<file path="config.mk">
export PLATFORM = sky130hd
export DESIGN_NAME = sap_top
export DESIGN_NICKNAME = d
export VERILOG_FILES = /design/src/logic/sap_pkg.sv /design/src/logic/sap_top.sv /design/src/logic/sap_datapath.sv /design/src/logic/sap_controller.sv /design/src/logic/sap_programmer.sv
export SDC_FILE = /design/constraint.sdc
export NUM_CORES = 1
export LEC_CHECK = 0
export ABC_AREA = 1
export BUFFER_PORTS_ARGS = -buffer_cell sky130_fd_sc_hd__buf_2
export CAP_MARGIN = 30
export CELL_PAD_IN_SITES_DETAIL_PLACEMENT = 2
export CELL_PAD_IN_SITES_GLOBAL_PLACEMENT = 2
export CORE_ASPECT_RATIO = 1.25
export CORE_MARGIN = 2
export CORE_UTILIZATION = 42
export CTS_BUF_LIST = sky130_fd_sc_hd__clkbuf_8
export DETAILED_ROUTE_END_ITERATION = 12
export MAX_ROUTING_LAYER = met4
export PLACE_DENSITY = 0.83
export SKIP_CTS_REPAIR_TIMING = 1
export SLEW_MARGIN = 20
export SYNTH_ARGS = -nofsm -noshare
export SYNTH_HDL_FRONTEND = slang
export SYNTH_HIERARCHICAL = 1
export SYNTH_SLANG_ARGS = --single-unit
</file>
<file path="constraint.sdc">
create_clock -name clk -period 3.8 [get_ports clk]
set_clock_uncertainty 0.05 [all_clocks]
set_input_delay 0.76 -clock clk [delete_from_list [all_inputs] [get_ports clk]]
set_output_delay 0.76 -clock clk [all_outputs]
set_load 0.1 [all_outputs]
</file>
<file path="src/logic/sap_pkg.sv">
// ==================
// Shared SAP-1 definitions
// Sizes, control word, opcodes, stages, status bundle
// ==================
package sap_pkg;

  localparam int data_w    = 8;   // Data and bus width
  localparam int addr_w    = 4;   // RAM address width
  localparam int ram_depth = 16;  // RAM words

  // Fifteen control lines, all active high
  typedef struct packed {
    logic pc_inc;         // Program counter increment
    logic pc_en;          // PC onto bus
    logic pc_load;        // PC from bus
    logic mar_addr_load;  // MAR address from bus
    logic mar_mem_load;   // Memory data register from bus
    logic ram_en;         // RAM word onto bus
    logic ram_load;       // Write memory data into RAM
    logic ir_load;        // IR from bus
    logic ir_en;          // IR operand onto bus
    logic a_load;         // Accumulator from bus
    logic a_en;           // Accumulator onto bus
    logic sub;            // ALU subtracts
    logic b_en;           // ALU result onto bus
    logic b_load;         // B register from bus
    logic out_load;       // Output register from bus
  } ctrl_word_t;

  localparam ctrl_word_t ctrl_idle = '0;  // Nothing asserted

  typedef enum logic [3:0] {
    op_lda = 4'h0,  // A <= mem
    op_add = 4'h1,  // A <= A + mem
    op_sub = 4'h2,  // A <= A - mem
    op_out = 4'he,  // Out <= A
    op_hlt = 4'hf   // Stop
  } opcode_t;

  // Micro-sequence stages, shared by programmer and controller
  typedef enum logic [2:0] {
    t0     = 3'd0,
    t1     = 3'd1,
    t2     = 3'd2,
    t3     = 3'd3,
    t4     = 3'd4,
    t5     = 3'd5,
    t_hold = 3'd6   // Parked, nothing running
  } tstate_t;

  // Result bundle seen at the top level
  typedef struct packed {
    logic [data_w-1:0] out_value;  // Output register contents
    logic              out_valid;  // One cycle after an OUT load
    logic              halted;     // Set by HLT
  } cpu_status_t;

endpackage
</file>
<file path="src/logic/sap_top.sv">
// ==================
// SAP-1 top level
// Programmer, controller, datapath
// ==================
module sap_top (
  input  logic                       clk,
  input  logic                       arst_n,
  input  logic                       programming,
  input  logic                       new_byte,
  input  logic [sap_pkg::data_w-1:0] ui_in,
  output logic                       busy,
  output sap_pkg::cpu_status_t       status
);

  sap_pkg::ctrl_word_t        prog_ctrl;  // Loader micro-word
  logic [sap_pkg::data_w-1:0] prog_bus;   // Loader bus value
  sap_pkg::ctrl_word_t        ctrl;       // Active control word
  sap_pkg::opcode_t           opcode;
  sap_pkg::cpu_status_t       dp_status;  // Datapath part of status
  logic                       halted;

  sap_programmer i_programmer (
    .clk         (clk),
    .arst_n      (arst_n),
    .programming (programming),
    .new_byte    (new_byte),
    .ui_in       (ui_in),
    .busy        (busy),
    .prog_ctrl   (prog_ctrl),
    .prog_bus    (prog_bus)
  );

  sap_controller i_controller (
    .clk         (clk),
    .arst_n      (arst_n),
    .programming (programming),
    .prog_ctrl   (prog_ctrl),
    .opcode      (opcode),
    .ctrl        (ctrl),
    .halted      (halted)
  );

  sap_datapath i_datapath (
    .clk         (clk),
    .arst_n      (arst_n),
    .programming (programming),
    .ctrl        (ctrl),
    .prog_bus    (prog_bus),
    .opcode      (opcode),
    .status      (dp_status)
  );

  // Output fields from the datapath, halt flag from the controller
  assign status = '{out_value: dp_status.out_value,
                    out_valid: dp_status.out_valid,
                    halted:    halted};

endmodule

</file>
<file path="src/logic/sap_datapath.sv">
// ==================
// SAP-1 datapath
// PC, MAR, RAM, IR, A, B, ALU, output, bus mux
// ==================
module sap_datapath (
  input  logic                       clk,
  input  logic                       arst_n,
  input  logic                       programming,
  input  sap_pkg::ctrl_word_t        ctrl,
  input  logic [sap_pkg::data_w-1:0] prog_bus,
  output sap_pkg::opcode_t           opcode,
  output sap_pkg::cpu_status_t       status
);

  localparam int pad_w = sap_pkg::data_w - sap_pkg::addr_w;  // Zero fill for 4-bit sources

  logic [sap_pkg::addr_w-1:0] pc;
  logic [sap_pkg::addr_w-1:0] mar;       // RAM address
  logic [sap_pkg::data_w-1:0] mdr;       // Memory data waiting to be written
  logic [sap_pkg::data_w-1:0] ir;
  logic [sap_pkg::data_w-1:0] a;         // Accumulator
  logic [sap_pkg::data_w-1:0] b;
  logic [sap_pkg::data_w-1:0] out_q;
  logic                       out_valid_q;
  logic [sap_pkg::data_w-1:0] alu;       // Add or subtract, modulo 256
  logic [sap_pkg::data_w-1:0] cpu_bus;   // Enabled CPU source
  logic [sap_pkg::data_w-1:0] bus;       // What the registers see
  logic [sap_pkg::data_w-1:0] ram [sap_pkg::ram_depth];

  assign alu = ctrl.sub ? a - b : a + b;  // Carry dropped

  // One-hot AND-OR select, only one enable at a time
  assign cpu_bus = ({sap_pkg::data_w{ctrl.pc_en}}  & {{pad_w{1'b0}}, pc})
                 | ({sap_pkg::data_w{ctrl.ram_en}} & ram[mar])
                 | ({sap_pkg::data_w{ctrl.ir_en}}  & {{pad_w{1'b0}}, ir[sap_pkg::addr_w-1:0]})
                 | ({sap_pkg::data_w{ctrl.a_en}}   & a)
                 | ({sap_pkg::data_w{ctrl.b_en}}   & alu);

  assign bus = programming ? prog_bus : cpu_bus;  // Front panel wins while loading

  // Program counter, restarts at 0 for each run
  always_ff @(posedge clk or negedge arst_n) begin
    if (!arst_n) begin
      pc <= '0;
    end else if (programming) begin
      pc <= '0;
    end else if (ctrl.pc_load) begin
      pc <= bus[sap_pkg::addr_w-1:0];
    end else if (ctrl.pc_inc) begin
      pc <= pc + 1'b1;  // Wraps at 16
    end
  end

  // Memory address and data registers, used by both loader and CPU
  always_ff @(posedge clk or negedge arst_n) begin
    if (!arst_n) begin
      mar <= '0;
      mdr <= '0;
    end else begin
      if (ctrl.mar_addr_load) mar <= bus[sap_pkg::addr_w-1:0];
      if (ctrl.mar_mem_load)  mdr <= bus;
    end
  end

  always_ff @(posedge clk) begin
    if (ctrl.ram_load) ram[mar] <= mdr;  // Write port
  end

  // IR, A, B start clean for each run
  always_ff @(posedge clk or negedge arst_n) begin
    if (!arst_n) begin
      ir <= '0;
      a  <= '0;
      b  <= '0;
    end else if (programming) begin
      ir <= '0;
      a  <= '0;
      b  <= '0;
    end else begin
      if (ctrl.ir_load) ir <= bus;
      if (ctrl.a_load)  a  <= bus;
      if (ctrl.b_load)  b  <= bus;
    end
  end

  // Output register holds its value across runs
  always_ff @(posedge clk or negedge arst_n) begin
    if (!arst_n) begin
      out_q       <= '0;
      out_valid_q <= 1'b0;
    end else begin
      out_valid_q <= ctrl.out_load;  // Pulse the cycle after load
      if (ctrl.out_load) out_q <= bus;
    end
  end

  assign opcode = sap_pkg::opcode_t'(ir[sap_pkg::data_w-1:sap_pkg::addr_w]);  // High nibble

  assign status = '{out_value: out_q, out_valid: out_valid_q, halted: 1'b0};  // Top fills halted

endmodule

</file>
<file path="src/logic/sap_controller.sv">
// ==================
// SAP-1 controller
// Ring counter, microcode decode, halt latch
// ==================
module sap_controller (
  input  logic                clk,
  input  logic                arst_n,
  input  logic                programming,
  input  sap_pkg::ctrl_word_t prog_ctrl,
  input  sap_pkg::opcode_t    opcode,
  output sap_pkg::ctrl_word_t ctrl,
  output logic                halted
);

  sap_pkg::tstate_t    state;       // Ring counter
  sap_pkg::ctrl_word_t micro_word;  // Decoded word for the CPU

  // Six-state ring, one idle cycle after loading ends
  always_ff @(posedge clk or negedge arst_n) begin
    if (!arst_n) begin
      state  <= sap_pkg::t_hold;
      halted <= 1'b0;
    end else if (programming) begin  // Parked while loading, new run clears halt
      state  <= sap_pkg::t_hold;
      halted <= 1'b0;
    end else if (!halted) begin  // Frozen after HLT
      case (state)
        sap_pkg::t_hold: state <= sap_pkg::t0;
        sap_pkg::t5:     state <= sap_pkg::t0;
        sap_pkg::t3: begin
          if (opcode == sap_pkg::op_hlt) begin
            halted <= 1'b1;
            state  <= sap_pkg::t_hold;  // Park with idle word
          end else begin
            state <= sap_pkg::t4;
          end
        end
        default: state <= sap_pkg::tstate_t'(state + 3'd1);
      endcase
    end
  end

  always_comb begin
    micro_word = sap_pkg::ctrl_idle;
    case (state)
      sap_pkg::t0: begin  // MAR <= PC
        micro_word.pc_en         = 1'b1;
        micro_word.mar_addr_load = 1'b1;
      end
      sap_pkg::t1: micro_word.pc_inc = 1'b1;  // PC++
      sap_pkg::t2: begin  // IR <= RAM[MAR]
        micro_word.ram_en  = 1'b1;
        micro_word.ir_load = 1'b1;
      end
      sap_pkg::t3: begin
        case (opcode)
          sap_pkg::op_lda, sap_pkg::op_add, sap_pkg::op_sub: begin
            micro_word.ir_en         = 1'b1;  // Operand address to MAR
            micro_word.mar_addr_load = 1'b1;
          end
          sap_pkg::op_out: begin
            micro_word.a_en     = 1'b1;  // A to output register
            micro_word.out_load = 1'b1;
          end
          default: ;  // HLT handled in ring, others no-op
        endcase
      end
      sap_pkg::t4: begin
        case (opcode)
          sap_pkg::op_lda: begin
            micro_word.ram_en = 1'b1;  // A <= mem
            micro_word.a_load = 1'b1;
          end
          sap_pkg::op_add, sap_pkg::op_sub: begin
            micro_word.ram_en = 1'b1;  // B <= mem
            micro_word.b_load = 1'b1;
          end
          default: ;
        endcase
      end
      sap_pkg::t5: begin
        case (opcode)
          sap_pkg::op_add: begin
            micro_word.b_en   = 1'b1;  // A <= A + B
            micro_word.a_load = 1'b1;
          end
          sap_pkg::op_sub: begin
            micro_word.b_en   = 1'b1;  // A <= A - B
            micro_word.sub    = 1'b1;
            micro_word.a_load = 1'b1;
          end
          default: ;
        endcase
      end
      default: ;  // t_hold stays idle
    endcase
  end

  // Programmer owns the control lines while loading
  assign ctrl = programming ? prog_ctrl : micro_word;

endmodule

</file>
<file path="src/logic/sap_programmer.sv">
// ==================
// Front-panel programmer
// Writes each switch byte to the next RAM word
// ==================
module sap_programmer (
  input  logic                      clk,
  input  logic                      arst_n,
  input  logic                      programming,
  input  logic                      new_byte,
  input  logic [sap_pkg::data_w-1:0] ui_in,
  output logic                      busy,
  output sap_pkg::ctrl_word_t       prog_ctrl,
  output logic [sap_pkg::data_w-1:0] prog_bus
);

  logic                       programming_d;  // For rising edge of programming
  logic                       new_byte_d;     // For rising edge of strobe
  logic                       prog_rise;
  logic                       accept;         // Strobe taken
  sap_pkg::tstate_t           stage;
  logic [sap_pkg::addr_w-1:0] load_addr;      // Next RAM word to fill
  logic [sap_pkg::data_w-1:0] byte_q;         // Captured switch byte

  assign prog_rise = programming && !programming_d;
  // Strobes during a byte are dropped
  assign accept    = programming && new_byte && !new_byte_d && !busy;

  always_ff @(posedge clk or negedge arst_n) begin
    if (!arst_n) begin
      programming_d <= 1'b0;
      new_byte_d    <= 1'b0;
      busy          <= 1'b0;
      stage         <= sap_pkg::t_hold;
    end else begin
      programming_d <= programming;
      new_byte_d    <= new_byte;
      if (!programming) begin  // Leaving load mode aborts any byte
        busy  <= 1'b0;
        stage <= sap_pkg::t_hold;
      end else if (accept) begin
        busy  <= 1'b1;
        stage <= sap_pkg::t0;
      end else if (busy) begin
        if (stage == sap_pkg::t5) begin  // Last stage, ready for next byte
          busy  <= 1'b0;
          stage <= sap_pkg::t_hold;
        end else begin
          stage <= sap_pkg::tstate_t'(stage + 3'd1);
        end
      end
    end
  end

  // Load address restarts at 0 on each new load session, wraps at 16
  always_ff @(posedge clk or negedge arst_n) begin
    if (!arst_n) begin
      load_addr <= '0;
    end else if (prog_rise) begin
      load_addr <= '0;
    end else if (busy && stage == sap_pkg::t1) begin
      load_addr <= load_addr + 1'b1;
    end
  end

  always_ff @(posedge clk) begin
    if (accept) byte_q <= ui_in;  // Switch byte
  end

  always_comb begin
    prog_ctrl = sap_pkg::ctrl_idle;
    prog_bus  = '0;
    case (stage)
      sap_pkg::t0: begin  // MAR <= load address
        prog_ctrl.mar_addr_load = 1'b1;
        prog_bus = {{(sap_pkg::data_w - sap_pkg::addr_w){1'b0}}, load_addr};
      end
      sap_pkg::t4: begin  // Memory data register <= byte
        prog_ctrl.mar_mem_load = 1'b1;
        prog_bus = byte_q;
      end
      sap_pkg::t5: prog_ctrl.ram_load = 1'b1;  // Commit to RAM
      default: ;  // t1 bumps address, t2/t3 idle
    endcase
  end

endmodule

</file>
==> flow_summary.ini <==
[drt]
drc = 0
first_pass_iters = 4
drt_iter0_markers = 400
wirelength_mm = 29.6
vias = 7265
vias_per_cell = 5.53
ant_nets = 0
drt-wirelength-per-cell_um = 22.5

[critical_path]
critPathMostFrequentCell = nand2_1
r2r_end = i_datapath/mdr[7]
arrival_ns = 3.76
start_kind = register
slowest_stage = dfstp_2
path_buf_inv = 2
slowest_delay_ns = 0.57
worstRegToRegCells = 21
r2r-start = i_controller/state[1]
cp.required_ns = 4.13
cp_top_family = simple AND/OR/NAND/NOR gates
cp_max_fo = 7
worstSetupPathType = register to register
reg2reg_slack_ns = 0.36
cp-end-kind = register
crit_chain = inv_1 > ha_1 > nand2_1 > nor2_1 > nand3_1 > nand2_1 > nor2_1 > xor2_1 > inv_1 > ha_1 > nand2_1 > nor2_1 > nand2_1 > nand2_1 > nand3_1 > nand3_1 > nand3_1 > nand2_1 > nand2_1 > nand2_1 > nand2_1

[layout]
multi_input_comb_area_um2 = 3120
diodes = 0
drive_gt1_share_pct = 9.99
final_cell_mix = nand2_1 (363), edfxtp_1 (136), inv_1 (85), nand3_1 (79), dfrtp_1 (58)
post-route-cell-area_um2 = 10200
layout_commonest_cell = nand2_1
area_delta_synth_final_pct = 7.99
final_nets = 1049
seq_area_um2 = 5670
fillers = 2421

[pwr]
ir_drop_mv = 0.344
p_total_uw = 7240
p_per_area_nw_per_um2 = 713
leakagePower_uw = 0.00442

[sta]
period_needed_ns = 3.44
setup_tns_ns = 0
tightest_slew_ns = 0.882
rsz0062_at_grt = false
hold_viol = 0
min_period_over_period_pct = 90.5
clock.fmax_ghz = 0.291
worst_slew_margin_rel_pct = 41.0
slew_viol_final = 0
setup_viol = 0

[die]
rows = 61
initial_core_util_pct = 42.5
chipWidth_um = 138
die_h_um = 171
io-pin-count = 23
dieArea_um2 = 23600
core_area_um2 = 22100

[placement]
dpl_cell_area_um2 = 9750
dpl.hpwl_mm = 21.0
place.gp.congestion = 0.833
io_buffers = 22

[grt]
use_met3_pct = 3.45
grt-busiest-layer = met2
met2_usage_pct = 50.4
grt_pass1_wl_mm = 45.9
gr-total-overflow = 0
grt_max_degree = 64
track_usage_pct = 27.2
grt_pass1_vias = 8091
use_met1_pct = 28.8
antenna_found_initial = 0

[run_status]
status = finished, final reports clean

[cts]
clock_tree.buffer_depth = 2
cts_tree = done
htreeDepth = 4
path_clk_slew_ns = 0.11
clkLatencyLatePin_ns = 0.50
root_buffer = clkbuf_8
clock-sinks = 199
numCtsBuffers = 17

[logic_synthesis]
netlist_area_um2 = 9410
ys_warn_count = 6
avgSynthCellArea_um2 = 9.51
netlist_instances = 990

[hold_path]
hold_depth = 1
min_to = i_programmer/new_byte_d
hp-start = new_byte
hold_path_class = input pin to register

[run]
cap_viol_max_count = 0
[cell type report]
class	count	share of cell area [%]
clock buffers	17	2.30
clock inverters	15	1.75
inverters	90	3.40
multi-input cells	667	30.7
flip-flops and latches	199	55.8
well taps	283	3.48
repair buffers	43	2.63
[registers in the layout, indices dropped and copies added, names as in the netlist, 8 cells and up]
name                 count
i_datapath/ram         128
i_datapath/a             8
i_datapath/b             8
i_datapath/ir            8
i_datapath/mdr           8
i_datapath/out_q         8
i_programmer/byte_q      8
[metal layers]
metal  up-vias  wire (um)
li1       3292          -
met1      3753      11200
met2       154      16500
met3        66        783
met4         0       1150
met5         -          0
[stage by stage]
stage	hold WS [ns]	utilization (%)	setup WS, ns	std cells
final	0.340	45.9	0.361	1314
after global routing	0.314	45.9	0.0619	1314
after CTS	0.317	45.9	0.323	1314
after detailed placement	0.434	44.1	0.405	1282
after global placement	0.424	44.1	0.553	1282
after floorplan	0.404	-	0.966	1001
[how the worst max path moves through the flow]
stage / start / end / slack (ns) / cells past startpoint
2_1_floorplan: programming / i_datapath/out_q[5] / 0.97 / 18
3_3_place_gp: programming / i_datapath/b[4] / 0.55 / 17
3_5_place_dp: i_controller/state[1] / i_datapath/mdr[6] / 0.41 / 20
4_1_cts: i_controller/state[1] / i_datapath/b[4] / 0.32 / 19
5_1_grt: i_controller/state[1] / i_datapath/out_q[7] / 0.06 / 23
6_report: i_controller/state[1] / i_datapath/mdr[7] / 0.36 / 21
[power by group]
part,internal (uW),switching (uW),total (uW)
Combinational,686,1920,2600
Clock,561,861,1420
Sequential,2730,490,3220
(Power assumes the default switching activity.)
